File: src/verilog/backend_params.svh
// back-end width parameters
`ifndef BACKEND_PARAMS_SVH
`define BACKEND_PARAMS_SVH

// integer data width
`define XLEN 64

// rename copies per architectural register
`define RNDEPTH 4
`define RNBIT 2

// architectural register file
`define ARCH_REGS 32
`define ARCH_BIT 5

// physical register file, index is {arch, copy}
`define PHYS_REGS (`ARCH_REGS * `RNDEPTH)
`define PHYS_BIT (`ARCH_BIT + `RNBIT)

// shift amount taken from op_b
`define SHAMT_BIT 6

`endif

File: src/verilog/regfile_pkg.sv
// physical register file types
`default_nettype none

`include "backend_params.svh"

package regfile_pkg;

	// arch register times RNDEPTH plus copy
	typedef logic [`PHYS_BIT-1:0] phys_idx_t;

	// clears the write-back log bit of idx
	typedef struct packed {
		logic      valid;
		phys_idx_t idx;
	} alloc_t;

	typedef struct packed {
		phys_idx_t idx;
	} read_req_t;

	typedef struct packed {
		logic [`XLEN-1:0] data;
		logic             written;
	} read_resp_t;

endpackage

`default_nettype wire

File: src/verilog/exec_pkg.sv
// execution unit opcodes and structs
`default_nettype none

`include "backend_params.svh"

package exec_pkg;

	typedef enum logic {
		ADD = 1'b0,
		SUB = 1'b1
	} alu_op_e;

	typedef enum logic [2:0] {
		AND  = 3'd0,
		OR   = 3'd1,
		XOR  = 3'd2,
		SLT  = 3'd3,
		SLTU = 3'd4
	} logic_op_e;

	typedef enum logic [1:0] {
		SLL = 2'd0,
		SRL = 2'd1,
		SRA = 2'd2
	} shift_op_e;

	// operands arrive already read
	typedef struct packed {
		logic                  valid;
		alu_op_e               op;
		logic [`XLEN-1:0]      op_a;
		logic [`XLEN-1:0]      op_b;
		regfile_pkg::phys_idx_t rd;
	} adder_issue_t;

	typedef struct packed {
		logic                  valid;
		logic_op_e             op;
		logic [`XLEN-1:0]      op_a;
		logic [`XLEN-1:0]      op_b;
		regfile_pkg::phys_idx_t rd;
	} logic_issue_t;

	typedef struct packed {
		logic                  valid;
		shift_op_e             op;
		logic [`XLEN-1:0]      op_a;
		logic [`XLEN-1:0]      op_b;
		regfile_pkg::phys_idx_t rd;
	} shift_issue_t;

	// what every unit hands to write-back
	typedef struct packed {
		logic                  valid;
		regfile_pkg::phys_idx_t rd;
		logic [`XLEN-1:0]      res;
	} wb_result_t;

endpackage

`default_nettype wire

File: src/verilog/int_logic_compare.sv
// integer logic and compare unit
`default_nettype none

`include "backend_params.svh"

module int_logic_compare (
	input  logic                  clk,
	input  logic                  reset,
	input  exec_pkg::logic_issue_t issue,
	output exec_pkg::wb_result_t   result
);

	logic                   lt_signed;
	logic                   lt_unsigned;
	logic [`XLEN-1:0]       res_d;

	logic                   valid_q;
	regfile_pkg::phys_idx_t rd_q;
	logic [`XLEN-1:0]       res_q;

	assign lt_signed   = ($signed(issue.op_a) < $signed(issue.op_b));
	assign lt_unsigned = (issue.op_a < issue.op_b);

	always_comb begin
		case (issue.op)
			exec_pkg::AND:  res_d = issue.op_a & issue.op_b;
			exec_pkg::OR:   res_d = issue.op_a | issue.op_b;
			exec_pkg::XOR:  res_d = issue.op_a ^ issue.op_b;
			// compare results zero-extend to a full word
			exec_pkg::SLT:  res_d = {{(`XLEN-1){1'b0}}, lt_signed};
			exec_pkg::SLTU: res_d = {{(`XLEN-1){1'b0}}, lt_unsigned};
			default:        res_d = '0;
		endcase
	end

	always_ff @(posedge clk) begin
		if (reset) begin
			valid_q <= 1'b0;
		end else begin
			valid_q <= issue.valid;
		end
	end

	always_ff @(posedge clk) begin
		rd_q  <= issue.rd;
		res_q <= res_d;
	end

	assign result = '{valid: valid_q, rd: rd_q, res: res_q};

endmodule

`default_nettype wire

File: config.mk
export PLATFORM = sky130hd
export DESIGN_NAME = int_logic_compare
export DESIGN_NICKNAME = d
export VERILOG_FILES = /design/src/verilog/regfile_pkg.sv /design/src/verilog/exec_pkg.sv /design/src/verilog/int_logic_compare.sv
export VERILOG_INCLUDE_DIRS = /design/src /design/src/verilog
export SDC_FILE = /design/constraint.sdc
export NUM_CORES = 1
export LEC_CHECK = 0
export ABC_AREA = 1
export BUFFER_PORTS_ARGS = -buffer_cell sky130_fd_sc_hd__buf_4
export CAP_MARGIN = 20
export CELL_PAD_IN_SITES_DETAIL_PLACEMENT = 1
export CELL_PAD_IN_SITES_GLOBAL_PLACEMENT = 1
export CORE_UTILIZATION = 33
export CTS_CLUSTER_DIAMETER = 150
export DETAILED_ROUTE_END_ITERATION = 12
export GPL_ROUTABILITY_DRIVEN = 0
export GPL_TIMING_DRIVEN = 0
export PLACE_DENSITY = 0.86
export SETUP_SLACK_MARGIN = 0.05
export SYNTH_ARGS = -nofsm -noshare
export SYNTH_HDL_FRONTEND = slang
export SYNTH_SLANG_ARGS = --single-unit
export TNS_END_PERCENT = 20
File: constraint.sdc
create_clock -name clk -period 1.2 [get_ports clk]
set_input_delay 0 -clock clk [delete_from_list [all_inputs] [get_ports clk]]
set_output_delay 0 -clock clk [all_outputs]
set_load 0.01 [all_outputs]
==> results.cfg <==
[drt]
wirelength_mm = 22.3
viasPerCell = 4.79
wl_per_cell_um = 17.9
dr.pass1.iters = 5
antenna_left = 0
drc = 0
vias = 5964
drt-initial-drc-count = 106

[clock_tree]
ctsLongestPathBuffers = 2
cts.reportedPaths.clkPinSlew_ps = 70
cts_made_buffers = 9
cts-root-buf = clkbuf_16
cts_tree = yes
cts_max_level = 3
cts_sinks = 72

[synthesis]
seq_area_frac_synth = 0.232
ys_warn_count = 0
syn_nets = 1104
ys_top_cells_by_area = ha_1 (39%), dfxtp_1 (23%), inv_1 (10%)
synth.largest_area_cell = ha_1
synth_cell_types = 27
netlist_area_mm2 = 0.00622
synth_edf_count = 0
synth.avg_cell_area_um2 = 8.07
synth-seq-cells = 72
async_flop_share = 0
yosysTopAreaCellShare = 0.386
synth_ff_type = dfxtp_1
synth_cells = 771

[critical_path]
cp.arrival_ps = 1400
cp-end-kind = register
path_max_fanout = 3
critPathKind = primary input to register
start_kind = primary input
timing.critical_path.required_ps = 1440
cp-startpoint = issue[108]

[global_route]
use_met2 = 0.401
met1_usage = 0.238
top_usage_layer = met2
grtUsageTotal = 0.215
grt_overflow = 0
grt_antenna_before_repair = 0
use_met3 = 0.0526
grt_pass1_vias = 6327
grt_max_degree = 15
grt_pass1_wl_mm = 31.9

[sta]
period_share = 0.971
hold_viol_final = 0
fmax_mhz = 858
drv_slew = 0
worst_pin_slew_ps = 505
setup_viol = 0
timing.hold.ws_ps = 17.5
period_minus_slack_ps = 1160
rsz0062_at_grt = true
slew-limit-headroom = 0.662

[min_path]
worstHoldStart = issue[74]
hp-class = primary input to register

[cells_and_area]
utilization = 0.521
area_growth_pct = 52.5
layout-drive-gt1-share = 0.411
num_antenna_cells = 0
final_cell_area_mm2 = 0.00949
fin_nets = 1345

[floorplan]
die_width_um = 139
pin_count = 213
start_util = 0.342
core_mm2 = 0.0182
die_h_um = 139
num_rows = 49
die_area_mm2 = 0.0194

[power]
p_leak_uw = 0.00483
peakVddDrop_mv = 0.595
p_per_area_mw_per_mm2 = 877

[placed_design]
portBuffers = 212
place_area_mm2 = 0.00818
hpwl_mm = 16.2

[flow_run]
cap_violations = 0

[outcome]
status = complete, no violations
routing by layer:
metal	vias up	part of all wire
li1	2904	-
met1	2828	0.40
met2	191	0.51
met3	41	0.059
met4	0	0.031
met5	-	0
layout by cell type, fill, tap and decap left out, types with 2 or more instances in the layout:
| master | count |
|---|---|
| clkbuf_2 | 6 |
| o21ai_0 | 2 |
| clkbuf_16 | 9 |
| nor4_4 | 2 |
| nand2_1 | 136 |
| o21ai_1 | 4 |
| inv_4 | 15 |
| clkinv_4 | 2 |
| nor2_1 | 17 |
| buf_2 | 6 |
| a21oi_1 | 10 |
| a21oi_2 | 12 |
| nor2_4 | 9 |
| buf_6 | 13 |
| buf_4 | 212 |
| nand2_2 | 14 |
| ha_1 | 148 |
| nand3_2 | 3 |
| ha_4 | 44 |
| dlygate4sd3_1 | 12 |
| dfxtp_1 | 72 |
| o21bai_1 | 11 |
| inv_2 | 45 |
| bufinv_16 | 2 |
| inv_1 | 114 |
| nand3_1 | 3 |
| o211ai_1 | 43 |
| inv_6 | 2 |
| nor2_2 | 10 |
| nor3_1 | 2 |
| o221ai_1 | 20 |
| nor3_4 | 3 |
cell type report:
type	instances	area (um2)
buffer	19	135
clock buffer	9	225
multi-input combinational	505	4810
sequential	72	1440
fill	2112	8720
inverter	175	707
tap	229	287
clock inverter	7	103
timing repair buffer	230	1780
cells by family after synthesis:
kind of cell               synth area share
adders and majority gates             0.386
buffers and inverters                 0.126
DFF                                   0.232
AOI/OAI and AO/OA                     0.118
and+or+nand+nor                       0.138
flip-flops by register name, indices dropped and copies added, names as in the netlist:
name     count
rd_q         7
res_q       64
valid_q      1
synthesized netlist by cell type, drive strengths merged, types with 2 or more instances:
cell / count
nand2: 151
nor3: 6
nor2: 36
o21ai: 6
o221ai: 20
o211ai: 43
a21oi: 22
dfxtp: 72
ha: 192
nor3b: 3
nor4: 2
and3: 2
o21bai: 11
clkbuf: 6
nand3: 6
buf: 13
inv: 175
report_power, final:
group	total (uW)	internal, uW	switching, uW
Combinational	2600	1270	1340
Sequential	2630	2570	58.9
Clock	3090	1850	1240
Total	8320	5680	2640
worst paths after layout:
path | end | slack (ps) | cells past startpoint
max | res_q[0]$_DFF_P_ | 40 | 12
min | res_q[3]$_DFF_P_ | 20 | 4
critical path, stage by stage:
cell,delay (ps)
buf_4,110
inv_1,70
ha_4,290
o21bai_1,90
a21oi_1,180
nand2_1,90
nand2_1,90
nand2_2,70
a21oi_2,170
nand3_1,100
nand3_1,80
nand2_1,50
metrics by stage:
stage	cells	setup WS (ps)	power (uW)	setup TNS [ps]
final	1246	35.1	8320	0
after global routing	1246	-85.6	8760	-85.6
after CTS	1240	-18.9	7960	-18.9
after global placement	1212	-423	4670	-19250
after detailed placement	1212	-458	4760	-19770
after floorplan	771	-28.6	3650	-28.6
repair_timing:
action,4_1_cts,5_1_grt
pin swaps,1,58
hold buffers,12,0
hold endpoints to repair,11,0
resized for setup,13,176
setup buffers,0,6
endpoints found under the setup margin,32,10
No activity file was read; power rests on OpenSTA's default activity.
