$ cat src/verilog/backend_params.svh
// back-end width parameters
`ifndef BACKEND_PARAMS_SVH
`define BACKEND_PARAMS_SVH

// integer data width
`define XLEN 64

// rename copies per architectural register
`define RNDEPTH 4
`define RNBIT 2

// architectural register file
`define ARCH_REGS 32
`define ARCH_BIT 5

// physical register file, index is {arch, copy}
`define PHYS_REGS (`ARCH_REGS * `RNDEPTH)
`define PHYS_BIT (`ARCH_BIT + `RNBIT)

// shift amount taken from op_b
`define SHAMT_BIT 6

`endif

$ cat src/verilog/regfile_pkg.sv
// physical register file types
`default_nettype none

`include "backend_params.svh"

package regfile_pkg;

	// arch register times RNDEPTH plus copy
	typedef logic [`PHYS_BIT-1:0] phys_idx_t;

	// clears the write-back log bit of idx
	typedef struct packed {
		logic      valid;
		phys_idx_t idx;
	} alloc_t;

	typedef struct packed {
		phys_idx_t idx;
	} read_req_t;

	typedef struct packed {
		logic [`XLEN-1:0] data;
		logic             written;
	} read_resp_t;

endpackage

`default_nettype wire

$ cat src/verilog/exec_pkg.sv
// execution unit opcodes and structs
`default_nettype none

`include "backend_params.svh"

package exec_pkg;

	typedef enum logic {
		ADD = 1'b0,
		SUB = 1'b1
	} alu_op_e;

	typedef enum logic [2:0] {
		AND  = 3'd0,
		OR   = 3'd1,
		XOR  = 3'd2,
		SLT  = 3'd3,
		SLTU = 3'd4
	} logic_op_e;

	typedef enum logic [1:0] {
		SLL = 2'd0,
		SRL = 2'd1,
		SRA = 2'd2
	} shift_op_e;

	// operands arrive already read
	typedef struct packed {
		logic                  valid;
		alu_op_e               op;
		logic [`XLEN-1:0]      op_a;
		logic [`XLEN-1:0]      op_b;
		regfile_pkg::phys_idx_t rd;
	} adder_issue_t;

	typedef struct packed {
		logic                  valid;
		logic_op_e             op;
		logic [`XLEN-1:0]      op_a;
		logic [`XLEN-1:0]      op_b;
		regfile_pkg::phys_idx_t rd;
	} logic_issue_t;

	typedef struct packed {
		logic                  valid;
		shift_op_e             op;
		logic [`XLEN-1:0]      op_a;
		logic [`XLEN-1:0]      op_b;
		regfile_pkg::phys_idx_t rd;
	} shift_issue_t;

	// what every unit hands to write-back
	typedef struct packed {
		logic                  valid;
		regfile_pkg::phys_idx_t rd;
		logic [`XLEN-1:0]      res;
	} wb_result_t;

endpackage

`default_nettype wire

$ cat src/verilog/int_adder.sv
// integer add/subtract unit
`default_nettype none

`include "backend_params.svh"

module int_adder (
	input  logic                  clk,
	input  logic                  reset,
	input  exec_pkg::adder_issue_t issue,
	output exec_pkg::wb_result_t   result
);

	logic                   is_sub;
	logic [`XLEN-1:0]       op_b_inv;
	logic [`XLEN-1:0]       sum;

	logic                   valid_q;
	regfile_pkg::phys_idx_t rd_q;
	logic [`XLEN-1:0]       res_q;

	// subtract as a + ~b + 1, one carry chain
	assign is_sub   = (issue.op == exec_pkg::SUB);
	assign op_b_inv = issue.op_b ^ {`XLEN{is_sub}};
	assign sum      = issue.op_a + op_b_inv + {{(`XLEN-1){1'b0}}, is_sub};

	always_ff @(posedge clk) begin
		if (reset) begin
			valid_q <= 1'b0;
		end else begin
			valid_q <= issue.valid;
		end
	end

	always_ff @(posedge clk) begin
		rd_q  <= issue.rd;
		res_q <= sum;
	end

	assign result = '{valid: valid_q, rd: rd_q, res: res_q};

endmodule

`default_nettype wire

$ cat config.mk
export PLATFORM = sky130hd
export DESIGN_NAME = int_adder
export DESIGN_NICKNAME = d
export VERILOG_FILES = /design/src/verilog/regfile_pkg.sv /design/src/verilog/exec_pkg.sv /design/src/verilog/int_adder.sv
export VERILOG_INCLUDE_DIRS = /design/src /design/src/verilog
export SDC_FILE = /design/constraint.sdc
export NUM_CORES = 1
export LEC_CHECK = 0
export BUFFER_PORTS_ARGS = -buffer_cell sky130_fd_sc_hd__clkbuf_2
export CAP_MARGIN = 25
export CORE_MARGIN = 10
export CORE_UTILIZATION = 51
export CTS_CLUSTER_SIZE = 40
export DETAILED_ROUTE_END_ITERATION = 7
export PLACE_DENSITY_LB_ADDON = 0.12
export SLEW_MARGIN = 30
export SYNTH_ARGS = -nofsm -noshare
export SYNTH_HDL_FRONTEND = slang
export SYNTH_SLANG_ARGS = --single-unit
$ cat constraint.sdc
create_clock -name clk -period 5.8 [get_ports clk]
set_input_delay 0.87 -clock clk [delete_from_list [all_inputs] [get_ports clk]]
set_output_delay 0.87 -clock clk [all_outputs]
set_load 0.005 [all_outputs]
==> results.py <==
metrics = {
    "floorplan": {
        "num_rows": 38,
        "dieArea_mm2": 0.0158,
        "floorplan.initialDensity_pct": 52.3,
        "die_width_um": 126,
        "die_h_um": 126,
        "io_pins": 211,
        "coreArea_mm2": 0.0109,
    },
    "cts": {
        "clock_sinks": 72,
        "cts_tree": "built",
        "post-cts-setup-buffer-count": 0,
        "clock_path_buffers": 2,
        "numCtsBuffers": 9,
        "cts_resized": 0,
        "cts_root_buf": "clkbuf_8",
        "path_clk_slew_ps": 90,
        "cts_max_level": 3,
        "hold_buffers": 0,
    },
    "power_and_ir_drop": {
        "ir_drop_uv": 195,
        "p_leak_nw": 3.52,
        "pwr-share-seq_pct": 32.2,
        "p_comb_share_pct": 42.7,
        "fin_total_pwr_mw": 2.19,
        "pwr-share-clk_pct": 25.1,
        "intPower_mw": 1.40,
        "switchingPower_mw": 0.789,
        "power.density_mw_per_mm2": 308,
        "switching_share_pct": 36.1,
    },
    "synthesis": {
        "syn_area_per_cell_um2": 8.37,
        "synthXorXnorAreaFrac_pct": 19.2,
        "synth_top_family_by_area": "compound AO/OA/AOI/OAI gates",
        "synthMuxAreaShare_pct": 0.176,
        "synth-compound-area-share_pct": 24.0,
        "async_reset_ff_share_pct": 0,
        "synth-warning-count": 0,
        "synth_seq_cells": 72,
        "synthesis.nets": 888,
        "synthSimpleGateAreaFrac_pct": 13.1,
        "synth_top_flop_cell": "dfxtp_1",
        "ys_seq_area_share_pct": 25.3,
        "synth_edf_count": 0,
        "synth.distinct_cells": 52,
        "netlist_area_mm2": 0.00569,
        "synth_adder_area_share_pct": 15.3,
        "syn_inst": 680,
    },
    "timing": {
        "fin_crit_sh_pct": 74.6,
        "rsz0062_at_grt": "false",
        "final-max-slew-violation-count": 0,
        "tightest_slew_ps": 633,
        "timing.fmax_mhz": 231,
        "relSlewSlack_pct": 57.8,
        "min_period_ps": 4330,
        "tns_ps": 0,
        "hold_viol": 0,
        "setup_viol": 0,
    },
    "route": {
        "wl_per_cell_um": 17.7,
        "drt_iter0_drc": 393,
        "ant_nets": 0,
        "routed_wl_um": 18100,
        "vias_per_cell": 5.51,
        "dr.pass1.iters": 6,
        "drc": 0,
        "vias": 5625,
    },
    "run": {
        "drv_cap": 0,
    },
    "finish": {
        "fillers": 982,
        "layout_commonest_cell": "clkbuf_2",
        "nNetsFinal": 1084,
        "syn_to_final_growth_pct": 24.6,
        "mostFrequentLayoutCells": "209 x clkbuf_2, 84 x xor2_1, 76 x a21oi_1",
        "drive_gt1_share_pct": 26.4,
        "final_cell_count_no_fill": 1021,
        "antenna_cells": 0,
        "final_area_mm2": 0.00709,
    },
    "worst_setup_path": {
        "endpoint_kind": "register",
        "required_ps": 6100,
        "worstPathArrival_ps": 4630,
        "crit_fanout": 34,
        "start_kind": "input pin",
        "path_class": "input pin to register",
    },
    "place": {
        "gp_congestion": 0.945,
        "port_buffers": 210,
        "place_inst": 1005,
        "placed_cell_area_mm2": 0.00683,
        "dp_hpwl_um": 15200,
    },
    "run_status": {
        "run_status": "completed",
    },
    "grt": {
        "grtUsageMet2_pct": 36.6,
        "grt_pass1_vias": 5924,
        "grt.busiest_layer": "met2",
        "grt_max_degree": 35,
        "met1_usage_pct": 26.7,
        "grt.overflow.total": 0,
        "grtUsageTotal_pct": 22.2,
        "antenna_found_initial": 0,
        "grt_pass1_wl_um": 29500,
        "grt_util_met3_pct": 6.04,
    },
    "worst_hold_path": {
        "hp-class": "input pin to register",
    },
}
==> synthesized netlist by cell type (2+ instances only) <==
master,instances,area [µm²]
xor2_1,84,736
a21oi_1,76,380
dfxtp_1,72,1440
ha_1,68,851
o21ai_0,49,245
nand2_1,43,161
nor2_1,41,154
xnor2_1,41,359
a21o_1,32,240
nand4_1,19,119
clkbuf_1,18,67.6
inv_1,14,52.6
o21bai_1,11,82.6
nand2b_1,10,62.6
nand3_1,9,45.0
nor2b_1,9,56.3
nor3_1,9,45.0
buf_1,6,22.5
o21a_1,6,45.0
o31ai_1,6,45.0
a211oi_1,5,37.5
a221oi_1,4,35.0
a31oi_1,4,25.0
a41oi_1,4,35.0
and2_1,4,25.0
and3_1,4,25.0
a21boi_0,2,15.0
a221o_1,2,20.0
buf_4,2,15.0
nor3b_1,2,15.0
o22ai_1,2,12.5
o31a_1,2,17.5
==> path summary, 6_finish.rpt <==
path	startpoint	endpoint	slack, ps	cells after the start
setup / recovery	issue[135]	res_q[60]	1470	14
hold / removal	issue[6]	rd_q[6]	590	1
==> cells by family after synthesis <==
logic type,count (synthesis)
AO/OA/AOI/OAI,217
buffers and inverters,41
multiplexers,1
flip-flops,72
AND/OR/NAND/NOR,155
XOR/XNOR,125
adder cells (fa/ha/maj),69
==> worst max-delay path, stage by stage <==
cell      delay, ps
buf_4           450
xor2_1          240
inv_1            80
fa_1            440
nor2b_1         180
o31ai_1         120
a21oi_1         310
a221oi_1        230
o31ai_1         400
a21oi_1         200
o22ai_1         290
a41oi_1         220
o41ai_1         390
xor2_1          180
==> sequential cells by signal, indices dropped and copies added (netlist names) <==
signal   flops
rd_q         7
valid_q      1
res_q       64
==> metal layers <==
layer | share of wire [%] | wire length [µm] | vias up
li1 | - | - | 2829
met3 | 7.4 | 1330 | 36
met1 | 43 | 7770 | 2547
met2 | 47 | 8500 | 213
met5 | 0 | 0 | -
met4 | 2.6 | 470 | 0
==> area by class of cell <==
type                    instances  area, µm²  area share [%]
clock buffers                   9        124            1.75
clock inverters                 7        144            2.03
inverters                      14       52.6           0.741
multi-input cells             567       4090            57.6
flip-flops and latches         72       1440            20.3
well taps                     140        175            2.47
repair buffers                212       1070            15.1
==> stage by stage <==
stage	hold WS (ps)	utilization [%]	setup WS (ps)
final	591	65.2	1470
after detailed placement	976	62.7	1140
after global placement	973	62.7	1180
after global routing	582	65.2	1080
after CTS	577	65.2	1510
after floorplan	898	-	1510
==> power groups by stage <==
stage	clock network [mW]	logic, mW	registers, mW
after CTS	0.554	0.938	0.704
final	0.548	0.934	0.703
after floorplan	0	0.548	0.722
after detailed placement	0	0.930	0.715
after global routing	0.571	1.04	0.714
after global placement	0	0.927	0.711
Note: power is estimated with default switching activity, not from simulation.
