**src/verilog/backend_params.svh**
```systemverilog
// back-end width parameters
`ifndef BACKEND_PARAMS_SVH
`define BACKEND_PARAMS_SVH

// integer data width
`define XLEN 64

// rename copies per architectural register
`define RNDEPTH 4
`define RNBIT 2

// architectural register file
`define ARCH_REGS 32
`define ARCH_BIT 5

// physical register file, index is {arch, copy}
`define PHYS_REGS (`ARCH_REGS * `RNDEPTH)
`define PHYS_BIT (`ARCH_BIT + `RNBIT)

// shift amount taken from op_b
`define SHAMT_BIT 6

`endif

```
**src/verilog/regfile_pkg.sv**
```systemverilog
// physical register file types
`default_nettype none

`include "backend_params.svh"

package regfile_pkg;

	// arch register times RNDEPTH plus copy
	typedef logic [`PHYS_BIT-1:0] phys_idx_t;

	// clears the write-back log bit of idx
	typedef struct packed {
		logic      valid;
		phys_idx_t idx;
	} alloc_t;

	typedef struct packed {
		phys_idx_t idx;
	} read_req_t;

	typedef struct packed {
		logic [`XLEN-1:0] data;
		logic             written;
	} read_resp_t;

endpackage

`default_nettype wire

```
**src/verilog/exec_pkg.sv**
```systemverilog
// execution unit opcodes and structs
`default_nettype none

`include "backend_params.svh"

package exec_pkg;

	typedef enum logic {
		ADD = 1'b0,
		SUB = 1'b1
	} alu_op_e;

	typedef enum logic [2:0] {
		AND  = 3'd0,
		OR   = 3'd1,
		XOR  = 3'd2,
		SLT  = 3'd3,
		SLTU = 3'd4
	} logic_op_e;

	typedef enum logic [1:0] {
		SLL = 2'd0,
		SRL = 2'd1,
		SRA = 2'd2
	} shift_op_e;

	// operands arrive already read
	typedef struct packed {
		logic                  valid;
		alu_op_e               op;
		logic [`XLEN-1:0]      op_a;
		logic [`XLEN-1:0]      op_b;
		regfile_pkg::phys_idx_t rd;
	} adder_issue_t;

	typedef struct packed {
		logic                  valid;
		logic_op_e             op;
		logic [`XLEN-1:0]      op_a;
		logic [`XLEN-1:0]      op_b;
		regfile_pkg::phys_idx_t rd;
	} logic_issue_t;

	typedef struct packed {
		logic                  valid;
		shift_op_e             op;
		logic [`XLEN-1:0]      op_a;
		logic [`XLEN-1:0]      op_b;
		regfile_pkg::phys_idx_t rd;
	} shift_issue_t;

	// what every unit hands to write-back
	typedef struct packed {
		logic                  valid;
		regfile_pkg::phys_idx_t rd;
		logic [`XLEN-1:0]      res;
	} wb_result_t;

endpackage

`default_nettype wire

```
**src/verilog/int_shifter.sv**
```systemverilog
// integer shift unit
`default_nettype none

`include "backend_params.svh"

module int_shifter (
	input  logic                  clk,
	input  logic                  reset,
	input  exec_pkg::shift_issue_t issue,
	output exec_pkg::wb_result_t   result
);

	logic [`SHAMT_BIT-1:0]  shamt;
	logic signed [`XLEN-1:0] op_a_s;
	logic [`XLEN-1:0]       res_d;

	logic                   valid_q;
	regfile_pkg::phys_idx_t rd_q;
	logic [`XLEN-1:0]       res_q;

	// only the low bits of op_b count
	assign shamt  = issue.op_b[`SHAMT_BIT-1:0];
	assign op_a_s = issue.op_a;

	always_comb begin
		case (issue.op)
			exec_pkg::SLL: res_d = issue.op_a << shamt;
			exec_pkg::SRL: res_d = issue.op_a >> shamt;
			// sign fill from bit XLEN-1
			exec_pkg::SRA: res_d = op_a_s >>> shamt;
			default:       res_d = '0;
		endcase
	end

	always_ff @(posedge clk) begin
		if (reset) begin
			valid_q <= 1'b0;
		end else begin
			valid_q <= issue.valid;
		end
	end

	always_ff @(posedge clk) begin
		rd_q  <= issue.rd;
		res_q <= res_d;
	end

	assign result = '{valid: valid_q, rd: rd_q, res: res_q};

endmodule

`default_nettype wire

```
**config.mk**
```make
export PLATFORM = sky130hd
export DESIGN_NAME = int_shifter
export DESIGN_NICKNAME = d
export VERILOG_FILES = /design/src/verilog/regfile_pkg.sv /design/src/verilog/exec_pkg.sv /design/src/verilog/int_shifter.sv
export VERILOG_INCLUDE_DIRS = /design/src /design/src/verilog
export SDC_FILE = /design/constraint.sdc
export NUM_CORES = 1
export LEC_CHECK = 0
export CAP_MARGIN = 20
export CORE_ASPECT_RATIO = 2
export CORE_MARGIN = 4
export CORE_UTILIZATION = 55
export DETAILED_ROUTE_END_ITERATION = 8
export DONT_BUFFER_PORTS = 1
export PLACE_DENSITY = 0.71
export SYNTH_ARGS = -nofsm -noshare
export SYNTH_HDL_FRONTEND = slang
export SYNTH_SLANG_ARGS = --single-unit
export TNS_END_PERCENT = 5
```
**constraint.sdc**
```tcl
create_clock -name clk -period 2.8 [get_ports clk]
set_input_delay 0.28 -clock clk [delete_from_list [all_inputs] [get_ports clk]]
set_output_delay 0.28 -clock clk [all_outputs]
set_load 0.02 [all_outputs]
```
==> run summary <==
The run finished with clean final reports. Together, buffers and inverters on the worst path number 0. The synthesized design contains 72 register bits. The most critical setup path has its startpoint at issue[7]. The combinational group share of total power came out at 47.2%.

The worst pin sits at a relative slew slack of 35.7%. The first-pass iteration count of the detailed router was 6; the clock-pin slew on the worst setup and hold paths was 60 ps. Type of the worst setup path: in -> reg.

The cell area power density is 386 nW/µm², and the DRC violation count after routing is 0. The logs give 2 for the maximum number of buffers from clock root to sink and 212 for the top-level port count. Sequential cells were found to cover 12.2% of the synthesized design area. The detailed-route vias per instance was 8.19; the largest net degree at the start of global routing was 195. For the remaining global-route overflow, the log shows 0. Leaving out fill and tap cells, the most frequent cells in the layout are 157 x mux4_2, 126 x nand2_1, 119 x nor2_1. Final hold analysis gives a worst-case slack of 7.10 ps. The count of buffers added on input and output ports is 0. After the last flow step, the layout net total stands at 1348.

The worst setup path endpoint was res_q[51]. For the power spent charging and discharging nets, the log shows 1.92 mW. The logs give 0 for the count of final hold-check violations and 24.2% for the part of the total power dissipated in the clock network. Of all nets on the critical path, the largest fanout is 127.

The number of nets with antenna violations after routing was 0; the count of cell types in the netlist was 74. The most common cell after layout, fill and taps aside was mux4_2. The floorplan step set the die height to 215 µm. The synthesis warning total was 0.

STA classifies the critical path startpoint as an input pin. Summed over all failing endpoints, the final setup total negative slack is 0 ps. The run gives 3 as the CTS H-tree depth. The signal on the critical path passes through mux4_2, mux2i_1, nand2_1, o221ai_1, o22ai_1, or3_1. Total power for the finished layout comes to 4.75 mW. The number of antenna violations at the first check in global routing was 1.

Clock tree synthesis inserted a total of 9 buffers. The cell area that synthesis handed to floorplanning was 11800 µm². The tools report the endpoint type of the worst setup path as a register.

After detailed routing, the average wire length per cell comes to 37.0 µm. In the final layout, the multi-input gates occupy 9560 µm². The leading register cell type out of synthesis was dfxtp_1.

For the synthesized instance count, the log shows 1280. For the HPWL reported at the end of detailed placement, the log shows 40800 µm. The tools report the aggregate routed wire length as 54900 µm. The via count of the first global-routing pass came out at 11700.

The repair_antennas step left the layout with diodes totalling 0. Based on the critical path, the design can be clocked at up to 0.430 GHz. When the netlist entered floorplanning its net count stood at 1420. Relative to the synthesized area, the layout overhead comes to 4.13%. The overall die area is 24000 µm².

The internal portion of the total power is 2.83 mW. For the number of instances resized during post-cts repair, the log shows 0. The cell sitting at the root of the clock tree is a clkbuf_16. In this run switching power makes up 40.4% of total power. Of all flip-flops after synthesis, the portion carrying an async set or reset was 0%. Data on the critical path arrives at its endpoint at 2540 ps. Measured along the x axis, the die boundary spans 112 µm. The run gives 75 as the placement row count. In this run, flip-flops and latches consume 28.6% of the power. On the critical path, the stage with the largest delay is an instance of o221ai_1.

Setup repair after global routing left no endpoint under its margin. Among cell families on the critical path, the largest total delay comes from multiplexers. The first global-routing pass estimated 79800 µm of wire. The share of layout cells above drive strength 1 is 27.5%, and the depth of the critical timing path with buffers and inverters included is 6. Global routing used 44.4% of the available tracks. The run gives 1.13 as the global placement routability congestion. The clock period minus final worst setup slack came out at 2330 ps.

For the worst IR drop on VDD, the log shows 0.537 mV. The core region is 21100 µm². For this design, the sink count on the clock tree is 72.

The run gives 0 as the number of pins exceeding their max-slew limit in the final report. Final number of setup-violating endpoints: 0. The class of the worst hold path is in -> reg.

For this block, the initial DRC count from the detailed router was 1994. The tools report the fill cell instance count of the final layout as 1893. In this design, the stage delay of the slowest critical-path cell is 650 ps.

The leakage power was 4.47 nW; the number of enable flip-flop cells after synthesis was 0. The average cell area after synthesis is 9.23 µm². For the effective utilization at floorplan, the log shows 56.0%. STA puts the critical path data required time at 3010 ps. After layout, the worst path uses 83.1% of the clock period. The detailed router placed 12100 vias in this run. TritonCTS built the clock tree. Number of max-cap violations: 0. The actual transition at the worst max-transition pin works out to 938 ps. The sequential cell area in the final layout was 1440 µm².
[per-layer routing]
| layer | GRT usage (%) | wire length (µm) | up-vias |
|---|---|---|---|
| li1 | - | - | 4919 |
| met1 | 53.8 | 18100 | 5811 |
| met2 | 70.6 | 25600 | 1141 |
| met3 | 7.74 | 6030 | 267 |
| met4 | 32.2 | 5190 | 0 |
| met5 | 0 | 0 | - |
[power by group through the flow]
stage / sequential [mW] / clock, mW / combinational (mW)
final: 1.36 / 1.15 / 2.24
after global routing: 1.37 / 1.18 / 2.29
after CTS: 1.36 / 1.15 / 2.13
after detailed placement: 1.39 / 0 / 2.11
after global placement: 1.38 / 0 / 2.12
after floorplan: 1.36 / 0 / 1.62
[final cells by class]
class	count	share of cell area [%]
repair buffers	74	5.16
well taps	269	2.73
clock buffers	10	1.86
clock inverters	6	0.559
flip-flops and latches	72	11.7
multi-input cells	1041	77.7
inverters	10	0.315
[cells in the mapped netlist (all sizes together), types with 6 or more instances]
cell type / number / area, µm²
o22ai: 18 / 113
a211oi: 22 / 170
clkbuf: 83 / 312
nor4: 6 / 37.5
nand2: 126 / 473
mux2i: 106 / 1060
o32a: 6 / 60.1
a21o: 6 / 45.0
nor2b: 10 / 62.6
dfxtp: 72 / 1440
o31ai: 6 / 45.0
mux2: 80 / 905
or3: 8 / 50.1
a211o: 8 / 70.1
buf: 74 / 472
a2111oi: 7 / 67.6
o211ai: 24 / 180
o221ai: 9 / 78.8
nand3: 33 / 165
nor2: 119 / 447
nor3: 29 / 145
inv: 10 / 37.5
mux4: 166 / 3770
a31oi: 10 / 62.6
o21a: 6 / 45.0
a22oi: 12 / 90.1
a2bb2oi: 6 / 52.6
a21oi: 72 / 364
and3: 8 / 50.1
o21ai: 61 / 305
nand2b: 9 / 56.3
[kinds of logic (layout without fill, tap and decap cells)]
group	after synthesis	count (layout)	synth area share, %
simple gates	367	367	13.7
mux	352	352	48.5
compound gates	320	320	18.5
buf+inv	167	100	6.94
flops	72	72	12.2
xor+xnor	2	2	0.148
[per-stage QoR]
stage	std cells	worst slack [ps]	util, %	cell area (µm²)
finish	1482	473	58.3	12300
global route	1482	512	58.3	12300
CTS	1481	649	58.3	12300
detailed placement	1458	292	56.5	11900
global placement	1458	315	56.5	11900
floorplan	1280	441	-	11800
[worst min-delay path by stage]
| stage | endpoint | startpoint | cells after the start | slack [ps] |
|---|---|---|---|---|
| after CTS | valid_q | reset | 1 | 0.8 |
| after global placement | rd_q[6] | issue[6] | 0 | 310 |
| after global routing | valid_q | reset | 1 | 8 |
| final | valid_q | reset | 1 | 7 |
| after floorplan | rd_q[0] | issue[0] | 0 | 310 |
| after detailed placement | rd_q[6] | issue[6] | 0 | 310 |
[state kept, by name (all words and copies together), names as in the netlist]
name     flops
rd_q         7
res_q       64
valid_q      1
[timing repair]
action / in CTS / in global routing
hold endpoints to repair: 7 / 0
buffers inserted: 0 / 0
endpoints found under the setup margin: 0 / 0
hold buffers: 7 / 0
Note: power is estimated with default switching activity, not from simulation.
